==> src/verilog/ce_tx_defines.svh <==
// ----------------------------
// Widths for the 64-bit data path and APB register offsets
// Transfer size must be a nonzero multiple of 8 bytes
// ----------------------------
`ifndef CE_TX_DEFINES_SVH
`define CE_TX_DEFINES_SVH

`define CE_ADDR_W           32
`define CE_DATA_W           64
`define CE_STRB_W           8
`define CE_BEAT_BYTES_LOG2  3
`define CE_FIFO_CNT_W       6
`define CE_APB_ADDR_W       4

`define CE_REG_HPS_ADDR     4'h0  // Destination address
`define CE_REG_XFR_SIZE     4'h4  // Bytes to move
`define CE_REG_BURST_LOG2   4'h8  // Beats per burst as log2, 0 to 4
`define CE_REG_CTRL         4'hC  // Start bit 0 with done bit 1 and err bit 2
`endif

==> src/verilog/ce_tx_pkg.sv <==
// ----------------------------
// Types sized from the defines header
// ----------------------------
`include "ce_tx_defines.svh"

package ce_tx_pkg;

   typedef logic [`CE_ADDR_W-1:0] addr_t;   // Byte address
   typedef logic [`CE_DATA_W-1:0] beat_t;   // One data beat
   typedef logic [`CE_STRB_W-1:0] strb_t;   // Byte enables of a beat

   // Holds up to 16 beats per burst
   typedef logic [4:0] beats_t;

   // ----------------------------
   // Write response codes
   // ----------------------------
   typedef enum logic [1:0] {
      OKAY   = 2'b00,
      EXOKAY = 2'b01,
      SLVERR = 2'b10,
      DECERR = 2'b11
   } resp_e;

endpackage

==> src/verilog/ce_tx_ifs.sv <==
// ----------------------------
// Setup and burst handoff between the engine blocks
// ----------------------------
`timescale 1ns/10ps

// Register setup and status
interface ce_tx_cfg_if;
   import ce_tx_pkg::*;

   logic        start;
   addr_t       hps_addr;
   logic [31:0] xfr_size;     // Bytes
   logic [3:0]  burst_log2;
   logic        done;
   logic        err;          // Sticky until start clears

   modport regs (output start, hps_addr, xfr_size, burst_log2,
                 input  done, err);
   modport addr (input  start, hps_addr, xfr_size, burst_log2, err);
   modport resp (input  start,
                 output done, err);
endinterface

// Per-burst events from the address channel
interface ce_tx_burst_if;
   import ce_tx_pkg::*;

   logic   issue;        // Pulse on AW acceptance
   beats_t beats;        // Length of the burst being planned
   logic   final_burst;  // Last burst of the transfer
   logic   complete;     // Pulse on OKAY of a non-final burst

   modport addr (output issue, beats, final_burst,
                 input  complete);
   modport data (input  issue, beats);
   modport resp (input  issue, final_burst,
                 output complete);
endinterface

==> src/verilog/ce_tx_addr_chan.sv <==
// ----------------------------
// Splits the transfer into INCR bursts with one in flight
// burst_log2 above 4 is not supported
// ----------------------------
`timescale 1ns/10ps
`include "ce_tx_defines.svh"

module ce_tx_addr_chan (
   input  logic                      clk,
   input  logic                      ce_corereset,
   ce_tx_cfg_if.addr                 cfg,
   ce_tx_burst_if.addr               burst,
   input  logic [`CE_FIFO_CNT_W-1:0] fifo_count,
   input  logic                      awready,
   output logic                      awvalid,
   output ce_tx_pkg::addr_t          awaddr,
   output logic [7:0]                awlen,
   output logic [2:0]                awsize,
   output logic [1:0]                awburst
);
   import ce_tx_pkg::*;

   typedef enum logic [1:0] {
      AW_IDLE,
      AW_WAIT_DATA,
      AW_SEND_ADDR,
      AW_WAIT_RESP
   } aw_state_e;

   aw_state_e   state;
   aw_state_e   state_nxt;
   logic        start_q;
   logic        start_rise;
   logic [31:0] total_beats;
   logic [31:0] beat_mask;    // Beats per burst minus one
   logic [31:0] bursts_left;
   beats_t      full_beats;
   beats_t      last_beats;
   beats_t      cur_beats;

   assign start_rise  = cfg.start & ~start_q;
   assign total_beats = cfg.xfr_size >> `CE_BEAT_BYTES_LOG2;
   assign beat_mask   = (32'd1 << cfg.burst_log2) - 32'd1;

   assign burst.final_burst = (bursts_left == 32'd1);
   assign cur_beats         = burst.final_burst ? last_beats : full_beats;
   assign burst.beats       = cur_beats;
   assign burst.issue       = awvalid & awready;

   assign awvalid = (state == AW_SEND_ADDR);
   assign awlen   = {3'b000, cur_beats - 5'd1};
   assign awsize  = 3'(`CE_BEAT_BYTES_LOG2);  // 8 bytes per beat
   assign awburst = 2'b01;                    // INCR

   // ----------------------------
   // Burst planning
   // ----------------------------
   always_ff @(posedge clk)
   begin
      if (ce_corereset)
      begin
         start_q     <= 1'b0;
         bursts_left <= '0;
      end
      else
      begin
         start_q <= cfg.start;
         if (start_rise)
            bursts_left <= (total_beats + beat_mask) >> cfg.burst_log2;  // Rounded up
         else if (burst.issue)
            bursts_left <= bursts_left - 32'd1;
         else if (!cfg.start && state == AW_IDLE)
            bursts_left <= '0;
      end
   end

   always_ff @(posedge clk)
   begin
      if (start_rise)
      begin
         awaddr     <= cfg.hps_addr;
         full_beats <= beats_t'(beat_mask + 32'd1);
         // Partial tail when the beat count is not a whole number of bursts
         last_beats <= ((total_beats & beat_mask) == 32'd0) ? beats_t'(beat_mask + 32'd1)
                                                            : beats_t'(total_beats & beat_mask);
      end
      else if (burst.issue)
      begin
         awaddr <= awaddr + (addr_t'(full_beats) << `CE_BEAT_BYTES_LOG2);
      end
   end

   // ----------------------------
   // Address FSM
   // ----------------------------
   always_ff @(posedge clk)
   begin
      if (ce_corereset)
         state <= AW_IDLE;
      else
         state <= state_nxt;
   end

   always_comb
   begin
      state_nxt = state;
      case (state)
         AW_IDLE      : if (start_rise) state_nxt = AW_WAIT_DATA;
         AW_WAIT_DATA :
         begin
            if (!cfg.start)
               state_nxt = AW_IDLE;
            else if (fifo_count >= {1'b0, cur_beats} && !cfg.err)
               state_nxt = AW_SEND_ADDR;
         end
         AW_SEND_ADDR : if (awready) state_nxt = burst.final_burst ? AW_IDLE : AW_WAIT_RESP;
         AW_WAIT_RESP :
         begin
            if (cfg.err)
               state_nxt = AW_IDLE;          // Engine stops on a bad response
            else if (burst.complete)
               state_nxt = AW_WAIT_DATA;
         end
         default      : state_nxt = AW_IDLE;
      endcase
   end

   // Address held until accepted
   assert property (@(posedge clk) disable iff (ce_corereset)
      awvalid && !awready |=> awvalid && $stable(awaddr) && $stable(awlen));

endmodule

==> src/verilog/ce_tx_data_chan.sv <==
// ----------------------------
// Streams the FIFO head onto W once a burst is issued
// FIFO must be show-ahead
// ----------------------------
`timescale 1ns/10ps

module ce_tx_data_chan (
   input  logic              clk,
   input  logic              ce_corereset,
   ce_tx_burst_if.data       burst,
   input  logic              fifo_empty,
   input  ce_tx_pkg::beat_t  fifo_data,
   input  ce_tx_pkg::strb_t  fifo_strb,
   input  logic              wready,
   output logic              fifo_ren,
   output logic              wvalid,
   output ce_tx_pkg::beat_t  wdata,
   output ce_tx_pkg::strb_t  wstrb,
   output logic              wlast
);
   import ce_tx_pkg::*;

   logic   in_burst;
   logic   w_hs;
   beats_t beat_cnt;      // Beats sent in this burst
   beats_t burst_beats;   // Captured at issue

   assign wvalid   = in_burst & ~fifo_empty;
   assign wdata    = fifo_data;                 // Straight from the FIFO head
   assign wstrb    = fifo_strb;
   assign wlast    = wvalid & (beat_cnt == burst_beats - 5'd1);
   assign w_hs     = wvalid & wready;
   assign fifo_ren = w_hs;                      // Pop with each accepted beat

   always_ff @(posedge clk)
   begin
      if (ce_corereset)
      begin
         in_burst <= 1'b0;
         beat_cnt <= '0;
      end
      else if (burst.issue)
      begin
         in_burst <= 1'b1;
         beat_cnt <= '0;
      end
      else if (w_hs)
      begin
         in_burst <= ~wlast;
         beat_cnt <= beat_cnt + 5'd1;
      end
   end

   always_ff @(posedge clk)
   begin
      if (burst.issue)
         burst_beats <= burst.beats;
   end

   // Next burst only after the last beat of this one
   assert property (@(posedge clk) disable iff (ce_corereset) burst.issue |-> !in_burst);

   // Beat held under back-pressure
   assert property (@(posedge clk) disable iff (ce_corereset)
      wvalid && !wready |=> wvalid && $stable(wdata) && $stable(wlast));

endmodule

==> src/verilog/ce_tx_regs.sv <==
// ----------------------------
// APB slave with zero wait states
// Misaligned offsets answer with pslverr
// ----------------------------
`timescale 1ns/10ps
`include "ce_tx_defines.svh"

module ce_tx_regs (
   input  logic                      clk,
   input  logic                      ce_corereset,
   input  logic                      psel,
   input  logic                      penable,
   input  logic                      pwrite,
   input  logic [`CE_APB_ADDR_W-1:0] paddr,
   input  logic [31:0]               pwdata,
   output logic [31:0]               prdata,
   output logic                      pslverr,
   ce_tx_cfg_if.regs                 cfg
);

   logic addr_hit;
   logic wr_en;

   assign wr_en   = psel & penable & pwrite & addr_hit;  // Access phase
   assign pslverr = psel & penable & ~addr_hit;

   // ----------------------------
   // Read mux and offset decode
   // ----------------------------
   always_comb
   begin
      prdata   = '0;
      addr_hit = 1'b1;
      case (paddr)
         `CE_REG_HPS_ADDR   : prdata = cfg.hps_addr;
         `CE_REG_XFR_SIZE   : prdata = cfg.xfr_size;
         `CE_REG_BURST_LOG2 : prdata = {28'd0, cfg.burst_log2};
         `CE_REG_CTRL       : prdata = {29'd0, cfg.err, cfg.done, cfg.start};
         default            : addr_hit = 1'b0;
      endcase
   end

   always_ff @(posedge clk)
   begin
      if (ce_corereset)
      begin
         cfg.start      <= 1'b0;
         cfg.hps_addr   <= '0;
         cfg.xfr_size   <= '0;
         cfg.burst_log2 <= '0;
      end
      else if (wr_en)
      begin
         case (paddr)
            `CE_REG_HPS_ADDR   : cfg.hps_addr   <= pwdata;
            `CE_REG_XFR_SIZE   : cfg.xfr_size   <= pwdata;
            `CE_REG_BURST_LOG2 : cfg.burst_log2 <= pwdata[3:0];
            `CE_REG_CTRL       : cfg.start      <= pwdata[0];  // Done and err ignore writes
            default            : ;
         endcase
      end
   end

   // Access phase must follow a setup phase
   assert property (@(posedge clk) disable iff (ce_corereset)
      penable |-> $past(psel));

endmodule

==> src/verilog/ce_tx_resp_chan.sv <==
// ----------------------------
// Judges each write response
// Only OKAY counts as success
// ----------------------------
`timescale 1ns/10ps

module ce_tx_resp_chan (
   input  logic              clk,
   input  logic              ce_corereset,
   ce_tx_cfg_if.resp         cfg,
   ce_tx_burst_if.resp       burst,
   input  logic              bvalid,
   input  ce_tx_pkg::resp_e  bresp,
   output logic              bready
);
   import ce_tx_pkg::*;

   logic b_hs;
   logic b_ok;
   logic final_q;   // Outstanding burst is the last one

   assign b_hs           = bvalid & bready;
   assign b_ok           = (bresp == OKAY);
   assign burst.complete = b_hs & b_ok & ~final_q;

   always_ff @(posedge clk)
   begin
      if (ce_corereset)
         bready <= 1'b0;
      else if (burst.issue)
         bready <= 1'b1;
      else if (b_hs)
         bready <= 1'b0;
   end

   always_ff @(posedge clk)
   begin
      if (burst.issue)
         final_q <= burst.final_burst;
   end

   // ----------------------------
   // Status
   // ----------------------------
   always_ff @(posedge clk)
   begin
      if (ce_corereset || !cfg.start)
      begin
         cfg.done <= 1'b0;
         cfg.err  <= 1'b0;
      end
      else if (b_hs)
      begin
         if (!b_ok)
            cfg.err <= 1'b1;        // Sticky
         else if (final_q)
            cfg.done <= 1'b1;
      end
   end

   assert property (@(posedge clk) disable iff (ce_corereset) !(cfg.done && cfg.err));

endmodule

==> src/verilog/ce_tx_top.sv <==
// ----------------------------
// Copy-engine write master with APB setup
// One burst outstanding and pready tied high
// ----------------------------
`timescale 1ns/10ps
`include "ce_tx_defines.svh"

module ce_tx_top (
   input  logic                      clk,
   input  logic                      ce_corereset,
   // APB slave
   input  logic                      psel,
   input  logic                      penable,
   input  logic                      pwrite,
   input  logic [`CE_APB_ADDR_W-1:0] paddr,
   input  logic [31:0]               pwdata,
   output logic [31:0]               prdata,
   output logic                      pready,
   output logic                      pslverr,
   // Completion FIFO
   input  logic                      fifo_empty,
   input  logic [`CE_FIFO_CNT_W-1:0] fifo_count,
   input  ce_tx_pkg::beat_t          fifo_data,
   input  ce_tx_pkg::strb_t          fifo_strb,
   output logic                      fifo_ren,
   // Write address channel
   output logic                      awvalid,
   input  logic                      awready,
   output ce_tx_pkg::addr_t          awaddr,
   output logic [7:0]                awlen,
   output logic [2:0]                awsize,
   output logic [1:0]                awburst,
   // Write data channel
   output logic                      wvalid,
   input  logic                      wready,
   output ce_tx_pkg::beat_t          wdata,
   output ce_tx_pkg::strb_t          wstrb,
   output logic                      wlast,
   // Write response channel
   input  logic                      bvalid,
   output logic                      bready,
   input  ce_tx_pkg::resp_e          bresp
);

   ce_tx_cfg_if   cfg_if ();
   ce_tx_burst_if burst_if ();

   assign pready = 1'b1;  // Zero wait states

   ce_tx_regs regs_i (
      .clk(clk), .ce_corereset(ce_corereset), .psel(psel), .penable(penable),
      .pwrite(pwrite), .paddr(paddr), .pwdata(pwdata), .prdata(prdata),
      .pslverr(pslverr), .cfg(cfg_if.regs)
   );

   ce_tx_addr_chan addr_chan_i (
      .clk(clk), .ce_corereset(ce_corereset), .cfg(cfg_if.addr),
      .burst(burst_if.addr), .fifo_count(fifo_count), .awready(awready),
      .awvalid(awvalid), .awaddr(awaddr), .awlen(awlen), .awsize(awsize),
      .awburst(awburst)
   );

   ce_tx_data_chan data_chan_i (
      .clk(clk), .ce_corereset(ce_corereset), .burst(burst_if.data),
      .fifo_empty(fifo_empty), .fifo_data(fifo_data), .fifo_strb(fifo_strb),
      .wready(wready), .fifo_ren(fifo_ren), .wvalid(wvalid), .wdata(wdata),
      .wstrb(wstrb), .wlast(wlast)
   );

   ce_tx_resp_chan resp_chan_i (
      .clk(clk), .ce_corereset(ce_corereset), .cfg(cfg_if.resp),
      .burst(burst_if.resp), .bvalid(bvalid), .bresp(bresp), .bready(bready)
   );

endmodule
==> config.mk <==
export PLATFORM = sky130hd
export DESIGN_NAME = ce_tx_top
export DESIGN_NICKNAME = d
export VERILOG_FILES = /design/src/verilog/ce_tx_pkg.sv /design/src/verilog/ce_tx_ifs.sv /design/src/verilog/ce_tx_addr_chan.sv /design/src/verilog/ce_tx_data_chan.sv /design/src/verilog/ce_tx_regs.sv /design/src/verilog/ce_tx_resp_chan.sv /design/src/verilog/ce_tx_top.sv
export VERILOG_INCLUDE_DIRS = /design/src /design/src/verilog
export SDC_FILE = /design/constraint.sdc
export NUM_CORES = 1
export LEC_CHECK = 0
export BUFFER_PORTS_ARGS = -buffer_cell sky130_fd_sc_hd__clkbuf_2
export CAP_MARGIN = 20
export CORE_ASPECT_RATIO = 0.7
export CORE_MARGIN = 4
export CORE_UTILIZATION = 45
export CTS_CLUSTER_SIZE = 30
export DETAILED_ROUTE_END_ITERATION = 8
export GPL_TIMING_DRIVEN = 0
export PLACE_DENSITY = 0.71
export SLEW_MARGIN = 40
export SYNTH_ARGS = -nofsm -noshare
export SYNTH_HDL_FRONTEND = slang
export SYNTH_SLANG_ARGS = --single-unit
==> constraint.sdc <==
create_clock -name clk -period 4.45 [get_ports clk]
set_input_delay 0.445 -clock clk [delete_from_list [all_inputs] [get_ports clk]]
set_output_delay 0.445 -clock clk [all_outputs]
set_load 0.01 [all_outputs]
# Word level (Yosys, flattened, before mapping)
# Cells that the tools add are included.
# Widths: inputs -> output; s select.
[word_totals] wordCells=102 regBits=161 output_inout_bits=156 in_bits=125
[op_classes] add_sub_neg=8 order_cmp=1 muxes=21 shifts=2 eq_ne=12 n_bitwise=19 n_reduce_logical=22
[op_table] op="$mux 32" count=5
[op_table] op="$pmux 32 s4" count=1
[op_table] op="$sub 32x1->32 const B" count=2
[op_table] op="$add 29x32->32" count=1
[op_table] op="$add 32x8->32" count=1
[op_table] op="$and 29x32->32" count=1
[op_table] op="$eq 32x1->1 const B" count=1
[op_table] op="$logic_not 32->1" count=1
[op_table] op="$shl 1x4->32 const A" count=1
[op_table] op="$shr 32x4->32" count=1
[op_table] op="$mux 2" count=7
[op_table] op="$and 1x1->1" count=12
[op_table] op="$add 5x1->5 const B" count=2
[op_table] op="$mux 5" count=2
[op_table] op="$reduce_and 2->1" count=5
[op_table] op="$sub 5x1->5 const B" count=2
[op_table] op="$eq 4x4->1 const B" count=2
[op_table] op="$pmux 2 s4" count=1
[op_table] op="$ge 6x5->1" count=1
[op_table] op="$not 1->1" count=6
[op_table] op="$reduce_bool 2->1" count=3
[op_table] op="$eq 5x5->1" count=1
[op_table] op="$mux 1" count=5
[op_table] op="$eq 2x2->1 const B" count=2
[op_table] op="other kinds (16)" count=19

# Longest topological paths before layout
[depth] ltp_word=7 mapped_depth=21 depth_no_buf=18

# Hierarchy
# Synthesis repeated with hierarchy kept, for this count alone.
[hier_totals] cells_unflattened=1565 hier_area_um2=12953.7
[modules_own_cells] module="ce_tx_addr_chan" cells_per_inst=1115 instances=1 seq_area_each_um2=1961.9 area_each_um2=8379.3
[modules_own_cells] module="ce_tx_regs" cells_per_inst=315 instances=1 seq_area_each_um2=1381.3 area_each_um2=3320.7
[modules_own_cells] module="ce_tx_data_chan" cells_per_inst=117 instances=1 seq_area_each_um2=270.3 area_each_um2=1076.0
[modules_own_cells] module="ce_tx_resp_chan" cells_per_inst=16 instances=1 seq_area_each_um2=90.1 area_each_um2=166.4
[modules_own_cells] module="ce_tx_top" cells_per_inst=2 instances=1 seq_area_each_um2=0.0 area_each_um2=11.3

# Least setup slack after synthesis
# Ideal clock, no wire load.
[synth_timing] kind="register -> register" start="reg regs_i.cfg.burst_log2[1]" end="reg addr_chan_i.bursts_left[23]" synth_period_minus_slack_ns=4.780 n_path_buf=4 setup_slack_ns=-0.330 setup_time_ns=0.114 required_ns=4.336 path_stages_with_launch=22 arrival_time_ns=4.665 path_cell_list="dfxtp_1 -> clkbuf_1 -> buf_1 -> nor2_1 -> nand2_1 -> ha_1 -> clkbuf_1 -> nor3_1 -> a21oi_1 -> a2bb2oi_1 -> o21bai_1 -> ha_1 -> buf_2 -> nand4_1 -> nor3_1 -> nand3_1 -> and3_1 -> o21ai_1 -> mux2i_1 -> nor3_1 -> o311a_1 -> a2111oi_0"
[synth_between] elab_chain_cells=5
[synth_lines] item="from (decl)" line="ce_tx_ifs.sv:17" text="modport regs (output start, hps_addr, xfr_size, burst_log2,"
[synth_lines] item="from (signal assigned)" line="ce_tx_regs.sv:57" text="`CE_REG_BURST_LOG2 : cfg.burst_log2 <= pwdata[3:0];"
[synth_lines] item="$shl 1x4->32" line="ce_tx_addr_chan.sv:43" text="assign beat_mask = (32'd1 << cfg.burst_log2) - 32'd1;"
[synth_lines] item="$sub 32x1->32" line="ce_tx_addr_chan.sv:43"
[synth_lines] item="$add 29x32->32" line="ce_tx_addr_chan.sv:69" text="bursts_left <= (total_beats + beat_mask) >> cfg.burst_log2;"
[synth_lines] item="$shr 32x4->32 *" line="ce_tx_addr_chan.sv:69"
[synth_lines] item="$mux 32 *" line="ce_tx_addr_chan.sv:68" text="if (start_rise)"
[synth_lines] item="to (signal assigned)" line="ce_tx_addr_chan.sv:69"
[synth_lines] item="to (signal assigned)" line="ce_tx_addr_chan.sv:71" text="bursts_left <= bursts_left - 32'd1;"
[synth_lines] item="to (decl)" line="ce_tx_addr_chan.sv:36" text="logic [31:0] bursts_left;"
# Every way passes the cells marked *; elsewhere a longest branch is shown, timed or not.
# A chain may end at the register's enable or synchronous reset.

# Worst setup path after layout
[layout_timing] start="reg regs_i.cfg.burst_log2[1]" end="reg addr_chan_i.bursts_left[8]"
# The elaborated chain is that of the path after synthesis.

==> flow_metrics.env <==
export IMPL_finalSetupViolations=12
export IMPL_fmax_mhz=218
export IMPL_power_leakage_nw=6.98
export IMPL_postLayoutCoreUtil=0.592
export IMPL_clk_pin_slew_ns=0.08
export IMPL_routed_wl_um=52700
export IMPL_hold_violations=0
export IMPL_grt_ovfl_total=0
export IMPL_ys_warn_count=0
export IMPL_syn_area_um2=13000
export IMPL_path_class="reg -> reg"
export IMPL_die_w_um=211
export IMPL_path_max_fanout=7
export IMPL_synthFlopType="dfxtp_1"
export IMPL_r2r_start="regs_i.cfg.burst_log2[1]"
export IMPL_grt_pass1_vias=13223
export IMPL_cts_hold_buf=0
export IMPL_r2r_end="addr_chan_i.bursts_left[8]"
export IMPL_cp_cell_sequence="clkbuf_16 > buf_12 > nor2_4 > nand2_4 > ha_4 > clkbuf_16 > nor3_4 > a21oi_4 > a2bb2oi_2 > o21bai_1 > ha_1 > buf_6 > and2_4 > a21boi_4 > and2_4 > a21oi_4 > or4_1 > a41oi_4 > nor3_1 > a211oi_1 > o22ai_1"
export IMPL_slowest_stage="or4_1"
export IMPL_h_tree_depth=4
export IMPL_place_port_buffers=197
export IMPL_ys_types=81
export IMPL_top_layer="met5"
export IMPL_failed_checks="setup timing"
export IMPL_firstDrtPassIters=8
export IMPL_post_synth_top_count_cell="nand2_1"
export IMPL_cp_start_kind="register"
export IMPL_hp_class="in -> reg"
export IMPL_relSlewSlack=0.390
export IMPL_async_flop_share=0
export IMPL_route_met2_wl_um=21500
export IMPL_ys_ff_latch=161
export IMPL_cts_buffers=17
export IMPL_clkSinkCount=161
export IMPL_clk_latency_ns=0.45
export IMPL_min_path_cells=3
export IMPL_drc_errors=0
export IMPL_rrSetupSlack_ns=-0.15
export IMPL_core_area_um2=28100
export IMPL_place_gp_congestion=1.03
export IMPL_switchingPower_w=0.000922
export IMPL_met1Wirelength_um=23500
export IMPL_drive_gt1_frac=0.281
export IMPL_rows=51
export IMPL_vias=14861
export IMPL_critPathBufInv=4
export IMPL_p_clk_frac=0.443
export IMPL_arrival_ns=4.91
export IMPL_synth_seq_area_share=0.285
export IMPL_skew_ns=0.0148
export IMPL_synthCells=1707
export IMPL_cts_root_buf="clkbuf_16"
export IMPL_regArea_um2=3710
export IMPL_rsz0062_at_grt="true"
export IMPL_cts_tree="done"
export IMPL_fill_cells=2577
export IMPL_vdd_ir_drop_worst_mv=0.248
export IMPL_combPwrFrac=0.109
export IMPL_areaGrowthSynthToFinish_pct=28.1
export IMPL_drt_iter0_markers=1974
export IMPL_io_pins=281
export IMPL_p_int_w=0.00245
export IMPL_grt_pass1_wl_um=77900
export IMPL_routed_via_density=6.24
export IMPL_yosys_area_top_type="dfxtp_1"
export IMPL_multi_input_area_um2=9100
export IMPL_fp_dieArea_um2=31700
export IMPL_critPathRequiredTime_ns=4.76
export IMPL_slowest_delay_ns=0.57
export IMPL_avgRoutedWirePerCell_um=22.1
export IMPL_synth_edf_count=48
export IMPL_drv_cap=0
export IMPL_crit_family="compound AO/OA/AOI/OAI gates"
export IMPL_synthDominantCellAreaShare=0.174
export IMPL_crit_path_end_kind="register"
export IMPL_hold_start="pwdata[25]"
export IMPL_dp_hpwl_um=40700
export IMPL_min_to="regs_i.cfg.hps_addr[25]"
export IMPL_r2r_cells=21
export IMPL_ant_nets=0
export IMPL_power_frac_seq=0.448
export IMPL_finalWorstSetupSlack_ns=-0.148
export IMPL_run_status="finished with violations"
export IMPL_synth_avg_cell_area_um2=7.61
export IMPL_track_usage=0.314
export IMPL_design_power_total_w=0.00337
export IMPL_worstMarginPinSlew_ns=0.916
export IMPL_period_minus_slack_ns=4.60
export IMPL_die_h_um=150
export IMPL_start_util=0.462
export IMPL_grt_max_degree=30
export IMPL_swShare=0.274
export IMPL_antenna_found_initial=0
export IMPL_synthTopCellsByCount="nand2_1, a21oi_1, nor2_1"
export IMPL_fin_nets=2170
export IMPL_p_per_area_nw_per_um2=202
export IMPL_period_share=1.03
export IMPL_drv_slew=0
export IMPL_routed_wl_met3_um=6760
export IMPL_synth_area_leaders="dfxtp_1, edfxtp_1, nand2_1"
export IMPL_clockBufferDepth=2
[power groups by stage]
stage	clock [W]	sequential, W	combinational (W)
after CTS	0.00149	0.00151	0.000345
after detailed placement	0	0.00154	0.000323
final	0.00149	0.00151	0.000368
after floorplan	0	0.00154	0.000202
after global routing	0.00156	0.00151	0.000392
after global placement	0	0.00154	0.000320
[worst min-delay path, cell delays in order]
cell and delay (ns):
clkbuf_2 0.09, nand2_1 0.05, a21oi_1 0.05
[cells in the final DEF (no fill, tap or decap), drive strengths merged, types with 10 or more instances in the layout]
cell type / count
clkbuf: 297
nand2: 283
buf: 162
a21oi: 158
nor2: 122
dfxtp: 113
o21ai: 101
nor3: 57
edfxtp: 48
ha: 46
inv: 45
xnor2: 35
xor2: 35
a22o: 30
mux2i: 29
and3: 26
nand3: 25
nor4: 25
nand4: 23
and2: 23
o211ai: 22
a21o: 22
conb: 19
o21a: 16
a211oi: 15
or3: 14
a31oi: 14
o31ai: 13
a211o: 12
nor2b: 11
or4: 10
[final cells by class]
cell class | instances | area share
Clock inverter | 13 | 0.00782
Buffer | 181 | 0.0698
Tap cell | 371 | 0.0279
Antenna cell | 1 | 0.000150
Timing Repair Buffer | 259 | 0.0894
Inverter | 42 | 0.00977
Multi-Input combinational cell | 1335 | 0.546
Clock buffer | 19 | 0.0260
Sequential cell | 161 | 0.223
[logic make-up (layout without fill, tap and decap cells)]
group | count (synthesis) | count (layout) | share of synthesized area
other | 2 | 20 | 0.000578
DFF | 161 | 161 | 0.285
buffers and inverters | 228 | 514 | 0.0901
AOI/OAI and AO/OA | 503 | 503 | 0.254
adders and majority gates | 48 | 48 | 0.0474
muxes | 45 | 45 | 0.0440
and+or+nand+nor | 650 | 650 | 0.232
xor gates and xnor gates | 70 | 70 | 0.0472
[flip-flops by register name, indices dropped and copies added (netlist names), 5 cells and up]
name	cells
addr_chan_i.full_beats	5
data_chan_i.beat_cnt	5
addr_chan_i.awaddr	32
addr_chan_i.last_beats	5
addr_chan_i.bursts_left	32
regs_i.cfg.hps_addr	32
data_chan_i.burst_beats	5
regs_i.cfg.xfr_size	32
[repair_timing]
item                                    CTS  global route
setup buffers                            33            27
resized for setup                       168            79
endpoints found under the setup margin   35            30
pin swaps                                32            32
hold endpoints to repair                  0             0
cloned                                    0             2
[worst max-delay path by stage]
stage                                   from                     endpoint  slack (ns)  cells after the start
floorplan           regs_i.cfg.burst_log2[1]  addr_chan_i.bursts_left[15]        0.02                     21
global placement    regs_i.cfg.burst_log2[1]  addr_chan_i.bursts_left[13]       -2.19                     21
global route        regs_i.cfg.burst_log2[3]  addr_chan_i.bursts_left[23]       -0.20                     16
finish              regs_i.cfg.burst_log2[1]   addr_chan_i.bursts_left[8]       -0.15                     21
CTS                 regs_i.cfg.burst_log2[1]  addr_chan_i.bursts_left[13]       -0.02                     18
detailed placement  regs_i.cfg.burst_log2[1]  addr_chan_i.bursts_left[13]       -2.10                     21
[metrics by stage]
step                std cells  instance area, um2  setup slack [ns]  hold slack, ns  TNS [ns]
floorplan                1724               13100            0.0227           0.432         0
global placement         2292               14500             -2.19           0.448    -50.81
detailed placement       2292               14500             -2.10           0.461    -48.85
CTS                      2353               16000           -0.0193           0.227   -0.0418
global route             2381               16600            -0.203           0.238     -2.35
finish                   2382               16600            -0.148           0.227    -0.826
[layer usage]
layer	GRT usage	up-vias
li1	-	6712
met4	0.0638	2
met5	0.00940	-
met3	0.0958	94
met1	0.469	7116
met2	0.444	937
Note: power is estimated with default switching activity, not from simulation.
